`src/hdl/ttlBridgePkg.sv`:
```
`default_nettype none

package ttlBridgePkg;

  // TTL memory bus
  localparam int ADDR_WIDTH = 16;
  localparam int DATA_WIDTH = 8;

  // Master command port
  localparam int MST_AWIDTH = 32;
  localparam int MST_DWIDTH = 32;
  localparam int BE_WIDTH   = MST_DWIDTH / 8;

  // Status word layout
  localparam int STAT_ENABLED   = 0;
  localparam int STAT_BUSY      = 1;
  localparam int STAT_ERROR     = 2;
  localparam int STAT_STATE_LSB = 27;
  localparam int STATE_WIDTH    = 5;

  // Execute stage states, reported in the top bits of the status word
  typedef enum logic [STATE_WIDTH-1:0] {
    ExIdle   = 5'd0,
    ExRdReq  = 5'd1,
    ExRdResp = 5'd2,
    ExWrReq  = 5'd3,
    ExWrResp = 5'd4,
    ExDone   = 5'd5
  } execState_e;

  // One master data word, seen whole or as byte lanes
  typedef union packed {
    logic [MST_DWIDTH-1:0]               word;
    logic [BE_WIDTH-1:0][DATA_WIDTH-1:0] bytes;
  } mstWord_u;

endpackage

`default_nettype wire

```
`src/hdl/busCmdIf.sv`:
```
`timescale 1ns/1ps
`default_nettype none

interface busCmdIf import ttlBridgePkg::*; ();

  // Four-phase handshake
  logic                  req;
  logic                  ack;

  // Command fields, stable while req is high
  logic                  isWrite;
  logic [ADDR_WIDTH-1:0] addr;
  logic [DATA_WIDTH-1:0] wrData;

  // Result fields, valid while ack is high
  logic [DATA_WIDTH-1:0] rdData;
  logic                  error;

  modport decode (output req, isWrite, addr, wrData,
                  input  ack, rdData, error);

  modport execute (input  req, isWrite, addr, wrData,
                   output ack, rdData, error);

  modport monitor (input req, ack, isWrite, addr, wrData, rdData, error);

endinterface

`default_nettype wire

```
`src/hdl/busResultDrive.sv`:
```
`timescale 1ns/1ps
`default_nettype none

module busResultDrive
  import ttlBridgePkg::*;
(
  input  logic                  clk,
  input  logic                  rst_n,
  input  logic                  enable,
  input  logic                  errClear,
  input  logic                  nChipEnable,
  input  logic                  nOutputEnable,
  busCmdIf.monitor              cmd,
  input  execState_e            execState,
  output logic [DATA_WIDTH-1:0] dataOut,
  output logic                  dataOe,
  output logic [MST_DWIDTH-1:0] StatusReg
);

  logic ackQ;
  logic ackRise;
  logic errSticky;
  logic wrActive;

  assign ackRise  = cmd.ack && !ackQ;
  assign wrActive = cmd.isWrite && (cmd.req || cmd.ack);

  always_ff @(posedge clk) begin
    if (!rst_n) begin
      ackQ      <= 1'b0;
      errSticky <= 1'b0;
    end else begin
      ackQ <= cmd.ack;
      // A new error takes priority over a clear in the same cycle
      if (ackRise && cmd.error) begin
        errSticky <= 1'b1;
      end else if (errClear) begin
        errSticky <= 1'b0;
      end
    end
  end

  // Returned byte, a write reads back what it wrote
  always_ff @(posedge clk) begin
    if (ackRise) begin
      dataOut <= cmd.isWrite ? cmd.wrData : cmd.rdData;
    end
  end

  // Drive the bus only for an open read cycle
  assign dataOe = !nChipEnable && !nOutputEnable && !wrActive;

  always_comb begin
    StatusReg                 = '0;
    StatusReg[STAT_ENABLED]   = enable;
    StatusReg[STAT_BUSY]      = cmd.req || cmd.ack;
    StatusReg[STAT_ERROR]     = errSticky;
    StatusReg[STAT_STATE_LSB +: STATE_WIDTH] = execState;
  end

endmodule

`default_nettype wire

```
`src/flat_wrapper.sv`:
```
// flat-port wrapper written by rule: the top's interface ports become plain ports
module busResultDrive_flat import ttlBridgePkg::*;
  (clk, rst_n, enable, errClear, nChipEnable, nOutputEnable, execState, dataOut, dataOe, StatusReg, cmd_req, cmd_ack, cmd_isWrite, cmd_addr, cmd_wrData, cmd_rdData, cmd_error);
  busCmdIf cmd_i ();
  input  logic clk;
  input  logic rst_n;
  input  logic enable;
  input  logic errClear;
  input  logic nChipEnable;
  input  logic nOutputEnable;
  input  execState_e execState;
  output logic [DATA_WIDTH-1:0] dataOut;
  output logic dataOe;
  output logic [MST_DWIDTH-1:0] StatusReg;
  input wire logic [$bits(cmd_i.req)-1:0] cmd_req;
  input wire logic [$bits(cmd_i.ack)-1:0] cmd_ack;
  input wire logic [$bits(cmd_i.isWrite)-1:0] cmd_isWrite;
  input wire logic [$bits(cmd_i.addr)-1:0] cmd_addr;
  input wire logic [$bits(cmd_i.wrData)-1:0] cmd_wrData;
  input wire logic [$bits(cmd_i.rdData)-1:0] cmd_rdData;
  input wire logic [$bits(cmd_i.error)-1:0] cmd_error;
  assign cmd_i.req = cmd_req;
  assign cmd_i.ack = cmd_ack;
  assign cmd_i.isWrite = cmd_isWrite;
  assign cmd_i.addr = cmd_addr;
  assign cmd_i.wrData = cmd_wrData;
  assign cmd_i.rdData = cmd_rdData;
  assign cmd_i.error = cmd_error;
  busResultDrive u_core (.clk(clk), .rst_n(rst_n), .enable(enable), .errClear(errClear), .nChipEnable(nChipEnable), .nOutputEnable(nOutputEnable), .cmd(cmd_i), .execState(execState), .dataOut(dataOut), .dataOe(dataOe), .StatusReg(StatusReg));
endmodule
```
`config.mk`:
```
export PLATFORM = sky130hd
export DESIGN_NAME = busResultDrive_flat
export DESIGN_NICKNAME = d
export VERILOG_FILES = /design/src/hdl/ttlBridgePkg.sv /design/src/hdl/busCmdIf.sv /design/src/hdl/busResultDrive.sv /design/src/flat_wrapper.sv
export SDC_FILE = /design/constraint.sdc
export NUM_CORES = 1
export LEC_CHECK = 0
export ABC_AREA = 1
export BUFFER_PORTS_ARGS = -buffer_cell sky130_fd_sc_hd__buf_2
export CAP_MARGIN = 40
export CELL_PAD_IN_SITES_DETAIL_PLACEMENT = 1
export CELL_PAD_IN_SITES_GLOBAL_PLACEMENT = 2
export CORE_ASPECT_RATIO = 0.6
export CORE_MARGIN = 2
export CORE_UTILIZATION = 12
export CTS_CLUSTER_DIAMETER = 60
export DETAILED_ROUTE_END_ITERATION = 12
export PLACE_DENSITY = 0.76
export SYNTH_ARGS = -nofsm -noshare
export SYNTH_HDL_FRONTEND = slang
export SYNTH_SLANG_ARGS = --single-unit
export TNS_END_PERCENT = 50
```
`constraint.sdc`:
```
create_clock -name clk -period 1.1 [get_ports clk]
set_clock_uncertainty 0.15 [all_clocks]
set_input_delay 0 -clock clk [delete_from_list [all_inputs] [get_ports clk]]
set_output_delay 0 -clock clk [all_outputs]
set_load 0.005 [all_outputs]
```
; ---- Yosys cells after proc, flatten, opt, wreduce, memory -nomap -nowiden
; Cells that the tools add are included.
; Widths: inputs -> output; s select.
[totals]
ff_bits = 10
in_bits = 47
output_inout_bits = 41
word_cells = 17
[op_classes]
mux = 3
reduce_logical = 11
[op_table]
columns = operator, n
row1 = $mux 8, 1
row2 = $logic_and 1x1->1, 5
row3 = $logic_not 1->1, 4
row4 = $mux 1, 2
row5 = $reduce_bool 2->1, 1
row6 = $logic_or 1x1->1, 1

; ---- Logic depth before layout (Yosys ltp)
[logic_depth]
ltp_word = 4
mapped_depth = 4
depth_no_buf = 3

; ---- Worst setup path after synthesis
; OpenSTA, ideal clock, no wires.
[synth_timing]
kind = register -> register
start = reg u_core.ackQ
end = reg u_core.dataOut[0] (enable)
setup_ns = 0.370
t_arrival_ns = 0.675
required_ns = 0.580
path_slack_ns = -0.095
stages_incl_launch_ff = 2
path_buffers = 0
period_less_slack_ns = 1.195
path_cell_list = dfxtp_1 > nor2_1
[synth_via]
elab_chain_cells = 2
[synth_lines]
columns = item, line
row1 = start: declaration, busResultDrive.sv:20  ; logic ackQ;
row2 = start signal: assignment, busResultDrive.sv:33  ; ackQ <= cmd.ack;
row3 = $logic_not 1->1, busResultDrive.sv:25  ; assign ackRise = cmd.ack && !ackQ;
row4 = $logic_and 1x1->1, busResultDrive.sv:25
row5 = named net u_core.ackRise, busResultDrive.sv:21  ; logic ackRise;
row6 = end signal: assignment, busResultDrive.sv:46  ; dataOut <= cmd.isWrite ? cmd.wrData : cmd.rdData;
row7 = end: declaration, busResultDrive.sv:15  ; output logic [DATA_WIDTH-1:0] dataOut,
; The timed path passes the listed nets, and every way through them passes these cells.
; A chain may end at the register's enable or synchronous reset.

; ---- Worst setup path in the final report
[layout_timing]
start = reg u_core.ackQ
end = reg u_core.dataOut[6] (enable)
; Same word-level chain as after synthesis.

==> out/qor.tcl <==
set qor(result_of_the_run) {finished clean}
set qor(cts_resizes) 0
set qor(fin_setup_tns_ns) 0
set qor(clk_pin_slew_worst_paths_ns) 0.05
set qor(synth.top_cells.by_area) {sky130_fd_sc_hd__edfxtp_1 35%, sky130_fd_sc_hd__buf_4 34%, sky130_fd_sc_hd__nand2_1 15%, sky130_fd_sc_hd__dfxtp_1 5.8%, sky130_fd_sc_hd__inv_1 3.3%}
set qor(synth_common_cells) {31 x sky130_fd_sc_hd__buf_4, 27 x sky130_fd_sc_hd__nand2_1, 8 x sky130_fd_sc_hd__edfxtp_1}
set qor(die_w_um) 102
set qor(floorplan.die.height_um) 62.7
set qor(synthMostInstantiatedCell) {sky130_fd_sc_hd__buf_4}
set qor(vias) 609
set qor(ys_seq_area_frac) 0.407
set qor(layoutNonFillerInstCount) 220
set qor(place.gp.congestion) 0.629
set qor(placedCellCount) 190
set qor(placement.io_buffers) 35
set qor(syn2layout_area_growth_pct) 63.9
set qor(area.sequential_um2) 280
set qor(grt_setup_unrepaired) {no}
set qor(std_cell_rows) 21
set qor(fin_nets) 188
set qor(cts_hold_buffers) 26
set qor(yosysWarnings) 0
set qor(syn-instance-count) 82
set qor(fmaxAchievable_mhz) 966
set qor(pwr-share-seq) 0.410
set qor(worstSetupPathType) {flop to flop}
set qor(detail_route.wl_per_cell_um) 9.16
set qor(synth_area_per_cell_um2) 8.41
set qor(multiInputGateArea_um2) 223
set qor(antenna_cells_inserted) 0
set qor(synth_edf_count) 8
set qor(peakVddDrop_uv) 272
set qor(fin_hold_ws_ns) 0.117
set qor(finalHoldViolCount) 0
set qor(final.period_utilization) 0.941
set qor(combPwrFrac) 0.217
set qor(crit_path_start_kind) {flop}
set qor(worst_skew_pair.late_latency_ns) 0.23
set qor(crit_chain) {nor2_2 > buf_4}
set qor(place_hpwl_mm) 1.34
set qor(detail-route-antenna-nets) 0
set qor(yosysTopAreaCell) {sky130_fd_sc_hd__edfxtp_1}
set qor(power.static_leakage_nw) 0.574
set qor(synthesis.area_um2) 689
set qor(final_layout_size_suffix_gt1_frac) 0.307
set qor(p_sw_frac) 0.241
set qor(initialDrtViolationCount) 25
set qor(power.clock.fraction) 0.373
set qor(synth_async_sr_flop_share) 0
set qor(globalRoute.totalOverflow) 0
set qor(power_switching_uw) 260
set qor(postCtsSetupRepairBufs) 0
set qor(synth_flop_cell) {sky130_fd_sc_hd__edfxtp_1}
set qor(drt-total-wl_mm) 2.02
set qor(clock_sink_count) 10
set qor(synth_largest_type_area_fraction) 0.348
set qor(synth_cell_type_count) 13
set qor(dpl_cell_area_um2) 825
set qor(setup_violations) 0
set qor(crit_path_top_delay_cell) {sky130_fd_sc_hd__dfxtp_1}
set qor(critPathMaxFanout) 4
set qor(hp-class) {primary input to flop}
set qor(tritoncts.num_buffers) 3
set qor(grt_util_all_layers) 0.0626
set qor(cp-end-kind) {flop}
set qor(post_drt_via_cell_ratio) 2.77
set qor(grt_antenna_before_repair) 0
set qor(synth-seq-cells) 10
set qor(finalWorstPathRequiredPeriod_ns) 1.04
set qor(crit_arrival_ns) 0.83
set qor(floorplan.initialDensity) 0.124
set qor(required_worst_endpoint_ns) 0.90
set qor(finalInstanceArea_um2) 1130
set qor(root_buffer) {sky130_fd_sc_hd__clkbuf_8}
set qor(die_area_um2) 6390
set qor(firstDrtPassIters) 4
set qor(cellInternalPower_uw) 821
set qor(cts_tree) {yes}
set qor(drc_errors) 0
set qor(max-cap-violations) 0
set qor(top_level_i_o_count) 88
set qor(timing_max_transition_violations_final) 0
set qor(grt_start_max_net_pins) 11
set qor(filler_cell_count) 688
set qor(grt_pass1_wl_mm) 3.04
set qor(core_region_area_um2) 5570
set qor(power-per-cell-area_nw_per_um2) 957
set qor(cts-root-to-sink-buffers) 2
set qor(critPathMaxStageDelay_ns) 0.31
set qor(first_global_vias) 617
set qor(cts-htree-levels) 1
routing by layer:
| metal | wire (µm) | GRT usage | up-vias |
|---|---|---|---|
| li1 | - | - | 309 |
| met3 | 122 | 0.0134 | 2 |
| met5 | 0 | 0 | - |
| met1 | 827 | 0.0666 | 269 |
| met2 | 1040 | 0.121 | 29 |
| met4 | 21 | 0.0200 | 0 |
path summary, 6_finish.rpt:
| kind | from | to | slack [ns] | depth (start not counted) |
|---|---|---|---|---|
| max | u_core.ackQ | u_core.dataOut[6] | 0.06 | 2 |
| min | cmd_isWrite | u_core.dataOut[2] | 0.12 | 3 |
| max reg2reg | u_core.ackQ | u_core.dataOut[6] | 0.06 | 2 |
| min reg2reg | u_core.errSticky | u_core.errSticky | 0.30 | 2 |
area by class of cell:
| type | count | share of cell area |
|---|---|---|
| clock buffers | 4 | 0.0399 |
| repair buffers | 63 | 0.399 |
| flip-flops and latches | 10 | 0.248 |
| multi-input cells | 56 | 0.197 |
| well taps | 80 | 0.0886 |
| inverters | 7 | 0.0277 |
placed cells by master, fill, tap and decap left out, types with 2 or more instances in the layout:
| cell type | synthesis | layout |
|---|---|---|
| sky130_fd_sc_hd__buf_2 | 0 | 35 |
| sky130_fd_sc_hd__buf_4 | 31 | 2 |
| sky130_fd_sc_hd__clkbuf_8 | 0 | 3 |
| sky130_fd_sc_hd__conb_1 | 1 | 24 |
| sky130_fd_sc_hd__dfxtp_1 | 2 | 2 |
| sky130_fd_sc_hd__dlygate4sd3_1 | 0 | 26 |
| sky130_fd_sc_hd__edfxtp_1 | 8 | 8 |
| sky130_fd_sc_hd__inv_1 | 6 | 6 |
| sky130_fd_sc_hd__nand2_1 | 27 | 27 |
power groups by stage:
stage	clock network (mW)	registers, mW	logic (mW)
after floorplan	0	0.454	0.151
after global placement	0	0.450	0.155
after detailed placement	0	0.451	0.158
after CTS	0.432	0.443	0.234
after global routing	0.455	0.444	0.265
final	0.403	0.443	0.234
cell families after synthesis:
logic type / count (synthesis) / synth area share
compound gates: 2 / 0.0200
buf+inv: 39 / 0.399
flops: 10 / 0.407
other cells: 1 / 0.00544
simple gates: 30 / 0.169
per-stage QoR:
stage / util / total power [mW] / setup WS (ns)
final: 0.203 / 1.08 / 0.0645
after global routing: 0.203 / 1.16 / 0.0153
after CTS: 0.203 / 1.11 / 0.0403
after detailed placement: 0.148 / 0.609 / 0.0485
after global placement: 0.148 / 0.605 / 0.0712
after floorplan: - / 0.606 / 0.0475
registers in the layout (all words and copies together), names as in the netlist:
| name | flops |
|---|---|
| u_core.dataOut | 8 |
| u_core.errSticky | 1 |
| u_core.ackQ | 1 |
worst max-delay path: cells and delay by family (launching register included):
family,cells,cell delay (ns)
buf+inv,1,0.16
simple gates,1,0.13
flops,1,0.31
Power figures use the tool's default switching activity.
