==> src/hdl/ttlBridgePkg.sv <==
`default_nettype none

package ttlBridgePkg;

  // TTL memory bus
  localparam int ADDR_WIDTH = 16;
  localparam int DATA_WIDTH = 8;

  // Master command port
  localparam int MST_AWIDTH = 32;
  localparam int MST_DWIDTH = 32;
  localparam int BE_WIDTH   = MST_DWIDTH / 8;

  // Status word layout
  localparam int STAT_ENABLED   = 0;
  localparam int STAT_BUSY      = 1;
  localparam int STAT_ERROR     = 2;
  localparam int STAT_STATE_LSB = 27;
  localparam int STATE_WIDTH    = 5;

  // Execute stage states, reported in the top bits of the status word
  typedef enum logic [STATE_WIDTH-1:0] {
    ExIdle   = 5'd0,
    ExRdReq  = 5'd1,
    ExRdResp = 5'd2,
    ExWrReq  = 5'd3,
    ExWrResp = 5'd4,
    ExDone   = 5'd5
  } execState_e;

  // One master data word, seen whole or as byte lanes
  typedef union packed {
    logic [MST_DWIDTH-1:0]               word;
    logic [BE_WIDTH-1:0][DATA_WIDTH-1:0] bytes;
  } mstWord_u;

endpackage

`default_nettype wire

==> src/hdl/busCmdIf.sv <==
`timescale 1ns/1ps
`default_nettype none

interface busCmdIf import ttlBridgePkg::*; ();

  // Four-phase handshake
  logic                  req;
  logic                  ack;

  // Command fields, stable while req is high
  logic                  isWrite;
  logic [ADDR_WIDTH-1:0] addr;
  logic [DATA_WIDTH-1:0] wrData;

  // Result fields, valid while ack is high
  logic [DATA_WIDTH-1:0] rdData;
  logic                  error;

  modport decode (output req, isWrite, addr, wrData,
                  input  ack, rdData, error);

  modport execute (input  req, isWrite, addr, wrData,
                   output ack, rdData, error);

  modport monitor (input req, ack, isWrite, addr, wrData, rdData, error);

endinterface

`default_nettype wire

==> src/hdl/mstCmdExecute.sv <==
`timescale 1ns/1ps
`default_nettype none

module mstCmdExecute
  import ttlBridgePkg::*;
(
  input  logic                  clk,
  input  logic                  rst_n,
  busCmdIf.execute              cmd,
  input  logic [MST_AWIDTH-1:0] MappedAddress,
  output logic                  ip2bus_mstrd_req,
  output logic                  ip2bus_mstwr_req,
  output logic [MST_AWIDTH-1:0] ip2bus_mst_addr,
  output logic [BE_WIDTH-1:0]   ip2bus_mst_be,
  output logic [MST_DWIDTH-1:0] ip2bus_mstwr_d,
  input  logic                  bus2ip_mst_cmdack,
  input  logic                  bus2ip_mst_cmplt,
  input  logic                  bus2ip_mst_error,
  input  logic [MST_DWIDTH-1:0] bus2ip_mstrd_d,
  input  logic                  bus2ip_mstrd_src_rdy_n,
  output execState_e            execState
);

  execState_e            state;
  logic                  errFlag;
  logic                  mstActive;

  // Command payload, loaded when a request is accepted
  logic [MST_AWIDTH-1:0] mstAddr;
  logic [BE_WIDTH-1:0]   mstBe;
  logic [1:0]            byteSel;
  mstWord_u              wrWord;
  mstWord_u              rdWord;

  assign mstActive = (state == ExRdReq) || (state == ExRdResp) ||
                     (state == ExWrReq) || (state == ExWrResp);

  always_ff @(posedge clk) begin
    if (!rst_n) begin
      state   <= ExIdle;
      errFlag <= 1'b0;
    end else begin
      case (state)
        ExIdle: begin
          if (cmd.req) begin
            errFlag <= 1'b0;
            state   <= cmd.isWrite ? ExWrReq : ExRdReq;
          end
        end
        // Request held until the master accepts it
        ExRdReq: begin
          if (bus2ip_mst_cmdack) begin
            state <= bus2ip_mst_cmplt ? ExDone : ExRdResp;
          end
        end
        ExRdResp: begin
          if (bus2ip_mst_cmplt) begin
            state <= ExDone;
          end
        end
        ExWrReq: begin
          if (bus2ip_mst_cmdack) begin
            state <= bus2ip_mst_cmplt ? ExDone : ExWrResp;
          end
        end
        ExWrResp: begin
          if (bus2ip_mst_cmplt) begin
            state <= ExDone;
          end
        end
        // Hold ack until decode has dropped req
        ExDone: begin
          if (!cmd.req) begin
            state <= ExIdle;
          end
        end
        default: begin
          state <= ExIdle;
        end
      endcase

      if (mstActive && bus2ip_mst_error) begin
        errFlag <= 1'b1;
      end
    end
  end

  always_ff @(posedge clk) begin
    if ((state == ExIdle) && cmd.req) begin
      mstAddr <= MappedAddress + {{(MST_AWIDTH-ADDR_WIDTH){1'b0}}, cmd.addr};
      mstBe   <= {{(BE_WIDTH-1){1'b0}}, 1'b1} << cmd.addr[1:0];
      byteSel <= cmd.addr[1:0];
      // Same byte on every lane, the byte enable picks the one written
      for (int i = 0; i < BE_WIDTH; i++) begin
        wrWord.bytes[i] <= cmd.wrData;
      end
    end
    if (((state == ExRdReq) || (state == ExRdResp)) && !bus2ip_mstrd_src_rdy_n) begin
      rdWord.word <= bus2ip_mstrd_d;
    end
  end

  assign ip2bus_mstrd_req = (state == ExRdReq);
  assign ip2bus_mstwr_req = (state == ExWrReq);
  assign ip2bus_mst_addr  = mstAddr;
  assign ip2bus_mst_be    = mstBe;
  assign ip2bus_mstwr_d   = wrWord.word;

  assign cmd.ack    = (state == ExDone);
  assign cmd.rdData = rdWord.bytes[byteSel];
  assign cmd.error  = errFlag;

  assign execState = state;

endmodule

`default_nettype wire

==> src/flat_wrapper.sv <==
// flat-port wrapper written by rule: the top's interface ports become plain ports
module mstCmdExecute_flat import ttlBridgePkg::*;
  (clk, rst_n, MappedAddress, ip2bus_mstrd_req, ip2bus_mstwr_req, ip2bus_mst_addr, ip2bus_mst_be, ip2bus_mstwr_d, bus2ip_mst_cmdack, bus2ip_mst_cmplt, bus2ip_mst_error, bus2ip_mstrd_d, bus2ip_mstrd_src_rdy_n, execState, cmd_req, cmd_isWrite, cmd_addr, cmd_wrData, cmd_ack, cmd_rdData, cmd_error);
  busCmdIf cmd_i ();
  input  logic clk;
  input  logic rst_n;
  input  logic [MST_AWIDTH-1:0] MappedAddress;
  output logic ip2bus_mstrd_req;
  output logic ip2bus_mstwr_req;
  output logic [MST_AWIDTH-1:0] ip2bus_mst_addr;
  output logic [BE_WIDTH-1:0] ip2bus_mst_be;
  output logic [MST_DWIDTH-1:0] ip2bus_mstwr_d;
  input  logic bus2ip_mst_cmdack;
  input  logic bus2ip_mst_cmplt;
  input  logic bus2ip_mst_error;
  input  logic [MST_DWIDTH-1:0] bus2ip_mstrd_d;
  input  logic bus2ip_mstrd_src_rdy_n;
  output execState_e execState;
  input wire logic [$bits(cmd_i.req)-1:0] cmd_req;
  input wire logic [$bits(cmd_i.isWrite)-1:0] cmd_isWrite;
  input wire logic [$bits(cmd_i.addr)-1:0] cmd_addr;
  input wire logic [$bits(cmd_i.wrData)-1:0] cmd_wrData;
  output wire logic [$bits(cmd_i.ack)-1:0] cmd_ack;
  output wire logic [$bits(cmd_i.rdData)-1:0] cmd_rdData;
  output wire logic [$bits(cmd_i.error)-1:0] cmd_error;
  assign cmd_i.req = cmd_req;
  assign cmd_i.isWrite = cmd_isWrite;
  assign cmd_i.addr = cmd_addr;
  assign cmd_i.wrData = cmd_wrData;
  assign cmd_ack = cmd_i.ack;
  assign cmd_rdData = cmd_i.rdData;
  assign cmd_error = cmd_i.error;
  mstCmdExecute u_core (.clk(clk), .rst_n(rst_n), .cmd(cmd_i), .MappedAddress(MappedAddress), .ip2bus_mstrd_req(ip2bus_mstrd_req), .ip2bus_mstwr_req(ip2bus_mstwr_req), .ip2bus_mst_addr(ip2bus_mst_addr), .ip2bus_mst_be(ip2bus_mst_be), .ip2bus_mstwr_d(ip2bus_mstwr_d), .bus2ip_mst_cmdack(bus2ip_mst_cmdack), .bus2ip_mst_cmplt(bus2ip_mst_cmplt), .bus2ip_mst_error(bus2ip_mst_error), .bus2ip_mstrd_d(bus2ip_mstrd_d), .bus2ip_mstrd_src_rdy_n(bus2ip_mstrd_src_rdy_n), .execState(execState));
endmodule
==> config.mk <==
export PLATFORM = sky130hd
export DESIGN_NAME = mstCmdExecute_flat
export DESIGN_NICKNAME = d
export VERILOG_FILES = /design/src/hdl/ttlBridgePkg.sv /design/src/hdl/busCmdIf.sv /design/src/hdl/mstCmdExecute.sv /design/src/flat_wrapper.sv
export SDC_FILE = /design/constraint.sdc
export NUM_CORES = 1
export LEC_CHECK = 0
export BUFFER_PORTS_ARGS = -buffer_cell sky130_fd_sc_hd__buf_2
export CAP_MARGIN = 20
export CORE_MARGIN = 5
export CORE_UTILIZATION = 40
export DETAILED_ROUTE_END_ITERATION = 16
export HOLD_SLACK_MARGIN = 0.08
export PLACE_DENSITY = 0.8
export REMOVE_ABC_BUFFERS = 1
export SLEW_MARGIN = 20
export SYNTH_ARGS = -nofsm -noshare
export SYNTH_HDL_FRONTEND = slang
export SYNTH_SLANG_ARGS = --single-unit
export TNS_END_PERCENT = 5
==> constraint.sdc <==
create_clock -name clk -period 7.2 [get_ports clk]
set_input_delay 0.72 -clock clk [delete_from_list [all_inputs] [get_ports clk]]
set_output_delay 0.72 -clock clk [all_outputs]
set_load 0.03 [all_outputs]
==> Word-level counts from Yosys, hierarchy flattened <==
Cells that the tools add are included.
{ "word_totals": {"register_bits": 108} }
{ "classes": {"add_sub_neg": 1, "magnitude_cmp": 1, "eq_ne": 10, "muxes": 14, "n_reduce_logical": 13, "shifts": 1} }
{ "op_table": {"columns": ["operator", "n"], "rows": [
  ["adder 32 x 16 -> 32 bit", 1],
  ["2-to-1 mux 5 bit", 5],
  ["one-hot mux 5 bit (5 select lines)", 1],
  ["binary-select mux 8 bit (select 2 bit)", 1],
  ["equality test 5 x 2 -> 1 bit (second input constant)", 2],
  ["equality test 5 x 3 -> 1 bit (second input constant)", 2],
  ["2-to-1 mux 8 bit", 1],
  ["inequality test 2 x 1 -> 1 bit (second input constant)", 3],
  ["equality test 5 x 1 -> 1 bit (second input constant)", 1],
  ["zero test 5 bit", 1],
  ["AND reduction 5 bit", 1],
  ["2-to-1 mux 1 bit", 4],
  ["inequality test 2 bit (second input constant)", 2],
  ["nonzero test 2 bit", 2],
  ["<< shifter 1 x 2 -> 4 bit (first input constant)", 1],
  ["logical AND 1 bit", 3],
  ["logical OR 1 bit", 3],
  ["< comparator 2 x 3 -> 1 bit (second input constant)", 1],
  ["2-to-1 mux 3 bit", 1],
  ["2-to-1 mux 2 bit", 1],
  ["AND reduction 2 bit", 1],
  ["OR reduction 2 bit", 1],
  ["zero test 1 bit", 1]
]} }

==> Depth between registers and ports, before layout <==
Gate-level depths: netlist (run 1).
{ "logic_depth": {"depth_word": 7, "depth_mapped": 10, "depth_no_buf": 10} }

==> Worst setup path after synthesis (run 1) <==
No wires, ideal clock.
{ "synth_timing": {"path_kind": "reg2reg", "from": "register u_core.state[2] (netlist: u_core.execState[2])", "to": "register u_core.byteSel[0], enable pin", "path_slack_ns": 1.094, "arrival_time_ns": 5.526, "setup_time_ns": 0.580, "stages_incl_launch_ff": 3, "path_cell_list": "dfxtp_1 > clkbuf_1 > nor4b_1"} }
{ "synth_between": {"elab_chain_cells": 2} }
{ "synth_lines": {"columns": ["element", "line_no", "source"], "rows": [
  ["start, declared", "mstCmdExecute.sv:24", "execState_e state;"],
  ["start signal, assigned", "mstCmdExecute.sv:40", "state <= ExIdle;"],
  ["start signal, assigned", "mstCmdExecute.sv:47", "state <= cmd.isWrite ? ExWrReq : ExRdReq;"],
  ["start signal, assigned", "mstCmdExecute.sv:53", "state <= bus2ip_mst_cmplt ? ExDone : ExRdResp;"],
  ["zero test 5 bit", "mstCmdExecute.sv:89", "if ((state == ExIdle) && cmd.req) begin"],
  ["logical AND 1 bit", "mstCmdExecute.sv:89", null],
  ["end signal, assigned", "mstCmdExecute.sv:92", "byteSel <= cmd.addr[1:0];"],
  ["end, declared", "mstCmdExecute.sv:31", "logic [1:0] byteSel;"]
]} }
Every way passes these cells.
A chain may end at the register's enable or synchronous reset.

==> Worst setup path after layout (run 1) <==
{ "layout_timing": {"from": "input cmd_addr[0]", "to": "register u_core.mstAddr[22] (netlist: u_core.ip2bus_mst_addr[22]) (data pin)"} }
{ "layout_between": {"elab_chain_cells": 1} }
{ "layout_lines": {"columns": ["element", "line_no", "source"], "rows": [
  ["start, declared", "flat_wrapper.sv:21", "input wire logic [$bits(cmd_i.addr)-1:0] cmd_addr;"],
  ["adder 32 x 16 -> 32 bit", "mstCmdExecute.sv:90", "mstAddr <= MappedAddress + {{(MST_AWIDTH-ADDR_WIDTH){1'b0}}, cmd.addr};"],
  ["end signal, assigned", "mstCmdExecute.sv:90", null],
  ["end, declared", "mstCmdExecute.sv:29", "logic [MST_AWIDTH-1:0] mstAddr;"]
]} }
Every way passes these cells.

==> results.md, run 1 <==
* Total GRT Usage at between 10% and 20%
* Max_slew headroom at between 50% and 60%
* Area growth, synth to finish at 26.7%
* Final cycle utilization of the critical path at a little over two fifths
* Skew-Pair Late Insertion Delay at 0.34 ns
* Die Y at around 110 um
* Reg2reg path depth at 7
* Slew Limit Fails at 0
* GPL Wtd Cong at 0.884
* FMAX at between 300 and 400 MHz
* Yosys warns at 0
* Post-layout nets at 587
* Crit path time final at 3.01 ns
* Yosys top cell area share at a little under three fifths
* Clock root cell: clkbuf_8
* Fill cell count at roughly 920
* CP Capture Type: flop
* Max Cap Viol at 0
* Initial antenna violation count at 0
* Cts bufs inserted at 9
* Setup TNS at 0 ns
* Io pins at roughly 180
* Unrepaired setup endpoints after global routing: no
* Initial core utilization at 40.4%
* Setup violations, final at 0
* Core region area at just over 10,000 um2
* CP Launch Type: input pin
* Fin. Hold Viols at 0
* Chip Width at roughly 110 um
* Largest net degree at the start of global routing at 47
* Leak at 2.18 nW
* PortBufs at 178
* Hold path endpoint: u_core.cmd.error$_SDFFE_PN0P_
* Top cells by area, synth: edfxtp_1 57%, ha_1 4.9%, buf_4 4.8%
* Mapped Area at a little over 4000 um2
* DRT Pass-1 Iters at 4
* Adder-Cell Fraction of Synth Area at under 10%
* Via density at ~4.9
* Compound-Gate Fraction of Synth Area at roughly 8.5%
* Residual DRC count at 0
* Post-synthesis sequential area ratio at between 50% and 60%
* Routed Antenna Nets at 0
* Worst Tran Pin Value at between 0.6 and 0.7 ns
* Post-CTS setup buffers at 0
* HPWL after DPL at around 7600 um
* WL/cell at about 15 um
* Status: finished, final reports clean
* WP data arrival at about 3 ns
* Routed wire length at between 9000 and 10,000 um
* Top_reg_cell synth: edfxtp_1
* Fraction of layout cells with a size suffix above 1 at 44.7%
* Post-synthesis cell type count at 48
* Avg Synthesized Cell Area at 13.1 um2
* Row count at 37
* Ant diodes at 0
* Final Core Density at around 51%
* Clock transition at path regs at about 0.08 ns
* Worst R2R End: u_core.execState[1]$_SDFFE_PN0P_
* Synth area leader: edfxtp_1
* CTS Sinks at 82
* Async SR Flop Fraction at 0%
* R2r setup slk at between 5 and 6 ns
* Req. time, crit path at around 7.3 ns
* Critical Path Fanout Max at 6
* Setup CP Type: input pin to flop
* Initial DRC Count at roughly 150
* Worst Hold Class: flop to flop
* Die ar. at 12,400 um2
* Mux cell area share after synthesis at 4.64%
* Routed via count at ~3.0k
* First-pass GRT wire length at about 15,000 um
* PD cells at around 360 nW/um2
* H-Tree Level Count at 3
* Hold buffer count at cts at 0
* Number of global-route vias before repair at 3,116
* Total gr overflow at 0
* Cells after synthesis at roughly 310
* Simple-Gate Fraction of Synth Area at roughly 10%
* Seq cells post-synth at just over 80
* CTS tree: yes
* Post-synth EDFFs at 78
* Clk buf depth at 2
* Worst r2r src: u_core.execState[0]$_SDFFE_PN0P_
* Main combinational cell family by area after synthesis: simple AND/OR/NAND/NOR gates
* Synth Area in XOR/XNOR at about 6.4%
* Hold wc startpoint: u_core.cmd.error$_SDFFE_PN0P_
* Resized cells post-CTS at 0
* Worst Hold Depth at 2
* VDD IR max at approximately 0.00019 V
* Clock Skew at roughly 0.0075 ns
==> stage by stage <==
stage          worst slack, ns  total power [W]  cells  instance area, um2  hold slack [ns]
3_5_place_dp              3.84          0.00154    599                4970            0.487
5_1_grt                   3.90          0.00197    615                5190            0.514
6_report                  4.19          0.00187    615                5190            0.502
3_3_place_gp              3.94          0.00151    599                4970            0.485
2_1_floorplan             1.20          0.00131    283                3890            0.632
4_1_cts                   4.20          0.00190    615                5190            0.507
==> final cells by class <==
class,instances,area [um2],area share (%)
flip-flops and latches,82,2420,46.7
multi-input cells,191,1440,27.7
repair buffers,180,906,17.4
well taps,136,170,3.28
clock buffers,9,124,2.39
clock inverters,7,92.6,1.78
inverters,10,37.5,0.723
==> critical path, stage by stage <==
cell and delay, ns:
buf_2 0.14, ha_1 0.18, inv_1 0.06, fa_1 0.40, nor2b_1 0.18, o31a_1 0.16
nor2_1 0.07, o21ai_0 0.49, a31oi_1 0.28, nor4_1 0.31, xor2_1 0.11
==> registers in the layout, summed over array words and instances (netlist names) <==
signal                  count
u_core.ip2bus_mst_be        4
u_core.rdWord              32
u_core.ip2bus_mst_addr     32
u_core.ip2bus_mstwr_d       8
u_core.byteSel              2
u_core.cmd.error            1
u_core.execState            3
==> cells by family after synthesis <==
logic type | after synthesis
flops | 82
simple gates | 79
compound gates | 54
buf+inv | 41
xor+xnor | 30
fa+ha+maj | 17
mux | 9
other cells | 1
==> synth_stat cells (2+ instances only) <==
library cell,n
a21o_1,2
a21oi_1,20
a31oi_1,3
and2_1,2
and3_1,2
buf_1,2
buf_4,26
clkbuf_1,3
dfxtp_1,4
edfxtp_1,78
ha_1,16
inv_1,10
mux4_2,8
nand2_1,17
nand3_1,7
nand4_1,3
nor2_1,22
nor2b_1,6
nor3_1,6
nor3b_1,3
nor4_1,2
o21a_1,4
o21ai_0,10
o22a_1,2
o41ai_1,2
or2_2,3
xnor2_1,20
xor2_1,10
==> worst max-delay path by stage <==
stage	slack [ns]	start	depth (start not counted)	end
global placement	3.94	cmd_addr[0]	11	u_core.ip2bus_mst_addr[22]$_DFFE_PP_
detailed placement	3.84	cmd_addr[0]	11	u_core.ip2bus_mst_addr[22]$_DFFE_PP_
floorplan	1.20	cmd_req	1	u_core.byteSel[0]$_DFFE_PP_
CTS	4.20	cmd_addr[0]	11	u_core.ip2bus_mst_addr[22]$_DFFE_PP_
finish	4.19	cmd_addr[0]	11	u_core.ip2bus_mst_addr[22]$_DFFE_PP_
global route	3.90	cmd_addr[0]	11	u_core.ip2bus_mst_addr[22]$_DFFE_PP_
==> metal layers <==
metal	GRT usage (%)	part of all wire [%]
met1	18.0	40
met4	5.76	1.3
met3	3.88	8.2
met2	26.9	51
met5	0	0
==> layout by cell type, fill, tap and decap left out, types with 5 or more instances in the layout <==
master,instances
buf_2,178
edfxtp_1,78
nor2_1,22
a21oi_1,20
xnor2_1,20
nand2_1,17
ha_1,16
inv_1,10
o21ai_0,10
xor2_1,10
clkbuf_8,9
mux4_2,8
nand3_1,7
nor2b_1,6
nor3_1,5
==> power by group <==
| group | switching, W | leakage (nW) | internal, W |
|---|---|---|---|
| clock | 0.000164 | 0.103 | 0.000195 |
| combinational | 0.000507 | 1.31 | 0.000219 |
| sequential | 0.0000795 | 0.762 | 0.000709 |
| total | 0.000750 | 2.18 | 0.00112 |
(Power assumes the default switching activity.)
==> run 2, diff against run 1 <==
PLACE_DENSITY = 0.83   (was 0.8)
clock period = 2.6 ns   (was 7.2 ns; I/O delays follow)
==> run 2 against run 1 <==
Sequential power grew to 2.8 times the previous value; largest cell class unchanged; register-to-register slack lost 4.6 ns; sequential share of layout area shrank 3.4 points; non-clock buffer count grew 46; final area grew 7.9%; clock skew shrank 0.00091 ns; sequential cell count is the same; critical path depth shrank 2; combinational power grew to 2.9 times the previous value; wire length grew 14%; clock power grew 140%; first-iteration DRC count grew 42%.
==> results.md, run 2 (same netlist as run 1, synthesis figures left out) <==
* Die Y at 111 um (unchanged)
* Chip Width at 111 um (unchanged)
* Setup TNS at 0 ns (unchanged)
* Fill cell count at 839 (-8.5%)
* Crit path time final at approximately 2.2 ns
* Io pins at 181 (unchanged)
* Fin cells at 661 (+7.5%)
* VDD IR max at 0.000587 V (+220%)
* Reg2reg path depth at 7 (unchanged)
* Register Area at 2420 um2 (unchanged)
* HPWL after DPL at 7980 um (+4.7%)
* Post-layout nets at 633 (+7.8%)
* Total gr overflow at 0 (unchanged)
* Core region area at 10,100 um2 (unchanged)
* Largest net degree at the start of global routing at 47 (unchanged)
* Via density at 4.93 (+1.5%)
* First-pass GRT wire length at 17,400 um (+13%)
* Clock transition at path regs at 0.08 ns (about the same)
* Worst R2R End: u_core.execState[1]$_SDFFE_PN0P_
* Clock root cell: clkbuf_8
* Hold path endpoint: u_core.rdWord[31]$_DFFE_PP_
* Die ar. at 12,400 um2 (unchanged)
* Cts bufs inserted at 9 (unchanged)
* H-Tree Level Count at 3 (unchanged)
* WL/cell at 16.2 um (+5.7%)
* Final cycle utilization of the critical path at 82.9%
* Worst Hold Class: input pin to flop
* Clk buf depth at 2 (unchanged)
* Leak at 2.36 nW (+8.7%)
* Req. time, crit path at 2.72 ns (-4.56 ns)
* CTS tree: yes
* Ant diodes at 0 (unchanged)
* Routed via count at 3,257 (+9.1%)
* Commonest non-fill, non-tap cell in the layout: buf_2
* PortBufs at 178 (unchanged)
* WP data arrival at 2.27 ns (-0.82 ns)
* Unrepaired setup endpoints after global routing: no
* GPL Wtd Cong at 0.862 (-2.5%)
* Post-CTS setup buffers at 0 (unchanged)
* Hold buffer count at cts at 39 (+39)
* Routed Antenna Nets at 0 (unchanged)
* Worst setup margin at 0.445 ns (-3.75 ns)
* Most frequent cells in the layout: 178 x buf_2, 78 x edfxtp_1, 39 x dlygate4sd3_1
* Slew Limit Fails at 0 (unchanged)
* FMAX at 464 MHz
* Fin. Hold Viols at 0 (unchanged)
* CP Launch Type: input pin
* Setup CP Type: input pin to flop
* Critical Path Fanout Max at 6 (unchanged)
* Number of global-route vias before repair at 3,380 (+8.5%)
* Footprint of the multi-input gates at 1440 um2 (unchanged)
* # placed instances at 606 (+1.2%)
* Fraction of layout cells with a size suffix above 1 at 41.7% (-3.0 points)
* Initial DRC Count at 214 (+42%)
* DRT Pass-1 Iters at 4 (unchanged)
* Row count at 37 (unchanged)
* Worst r2r src: u_core.execState[0]$_SDFFE_PN0P_
* Area growth, synth to finish at 36.7%
* Worst Tran Pin Value at 0.603 ns (-0.0288 ns)
* Worst Hold Depth at 1 (-1)
* Place WS at 0.0966 ns (-3.74 ns)
* Routed wire length at 10,700 um (+14%)
* Clock Skew at 0.00662 ns (-0.000906 ns)
* Final Core Density at 55.3% (+4.0 points)
* Residual DRC count at 0 (unchanged)
* CP Capture Type: flop
* Resized cells post-CTS at 0 (unchanged)
* Initial core utilization at 40.4% (unchanged)
* Max Cap Viol at 0 (unchanged)
* Setup violations, final at 0 (unchanged)
* Skew-Pair Late Insertion Delay at 0.36 ns (+0.02 ns)
* PD cells at 922 nW/um2 (+160%)
* Total GRT Usage at 17.5% (+2.2 points)
* CTS Sinks at 82 (unchanged)
* Initial antenna violation count at 0 (unchanged)
* Status: finished, final reports clean
* R2r setup slk at 0.74 ns (-4.64 ns)
* Hold wc startpoint: bus2ip_mstrd_d[31]
* Final Total Pwr at 0.00517 W (+180%)
* Max_slew headroom at 59.8% (+2.5 points)
run 2: cell types whose count changed in the layout (fill, tap and decap cells not counted), sizes merged:
cell	previous run	this run
dlygate4sd3	0	39
buf	180	187
clkinv	2	6
clkinvlp	2	0
bufinv	2	1
inv	11	10
run 2: worst max-delay path by stage:
stage	from	end	slack, ns	cells after the start
2_1_floorplan	u_core.execState[2]$_SDFFE_PN0P_	u_core.byteSel[0]$_DFFE_PP_	-3.35	1
3_3_place_gp	cmd_addr[0]	u_core.ip2bus_mst_addr[28]$_DFFE_PP_	0.14	12
3_5_place_dp	cmd_addr[1]	u_core.ip2bus_mst_addr[27]$_DFFE_PP_	0.1	9
4_1_cts	u_core.byteSel[0]$_DFFE_PP_	cmd_rdData[5]	0.45	2
5_1_grt	cmd_addr[0]	u_core.ip2bus_mst_addr[22]$_DFFE_PP_	0.25	12
6_report	cmd_addr[1]	u_core.ip2bus_mst_addr[27]$_DFFE_PP_	0.44	9
run 2: through the flow:
stage | instance area (um2) | hold WS [ns]
2_1_floorplan | 3890 | 0.359
3_3_place_gp | 5030 | 0.438
3_5_place_dp | 5030 | 0.438
4_1_cts | 5600 | 0.0916
5_1_grt | 5600 | 0.0913
6_report | 5600 | 0.113
run 2: final cells by class:
cell class,count,area share (%)
multi-input cells,191,25.7
inverters,10,0.670
well taps,136,3.04
repair buffers,226,24.1
flip-flops and latches,82,43.2
clock inverters,7,1.07
clock buffers,9,2.21
run 2: per-layer routing:
| layer | up-vias | part of all wire, % | global-route usage (%) |
|---|---|---|---|
| met2 | 190 | 51 | 29.8 |
| met3 | 26 | 8.1 | 5.35 |
| met4 | 0 | 2.9 | 7.79 |
| met5 | - | 0 | 0 |
| li1 | 1542 | - | - |
| met1 | 1499 | 38 | 20.4 |
run 2: worst max-delay path: stages:
cell	delay [ns]
buf_2	0.14
ha_1	0.27
a21oi_1	0.08
nand4b_1	0.24
a211o_1	0.32
a211oi_2	0.36
o211ai_2	0.13
or3_1	0.35
xnor2_1	0.13
run 2: power breakdown:
| group | internal (W) | switching, W | leakage, nW |
|---|---|---|---|
| logic | 0.000654 | 0.00144 | 1.51 |
| registers | 0.00196 | 0.000234 | 0.762 |
| clock network | 0.000432 | 0.000441 | 0.0955 |
| total | 0.00305 | 0.00212 | 2.36 |
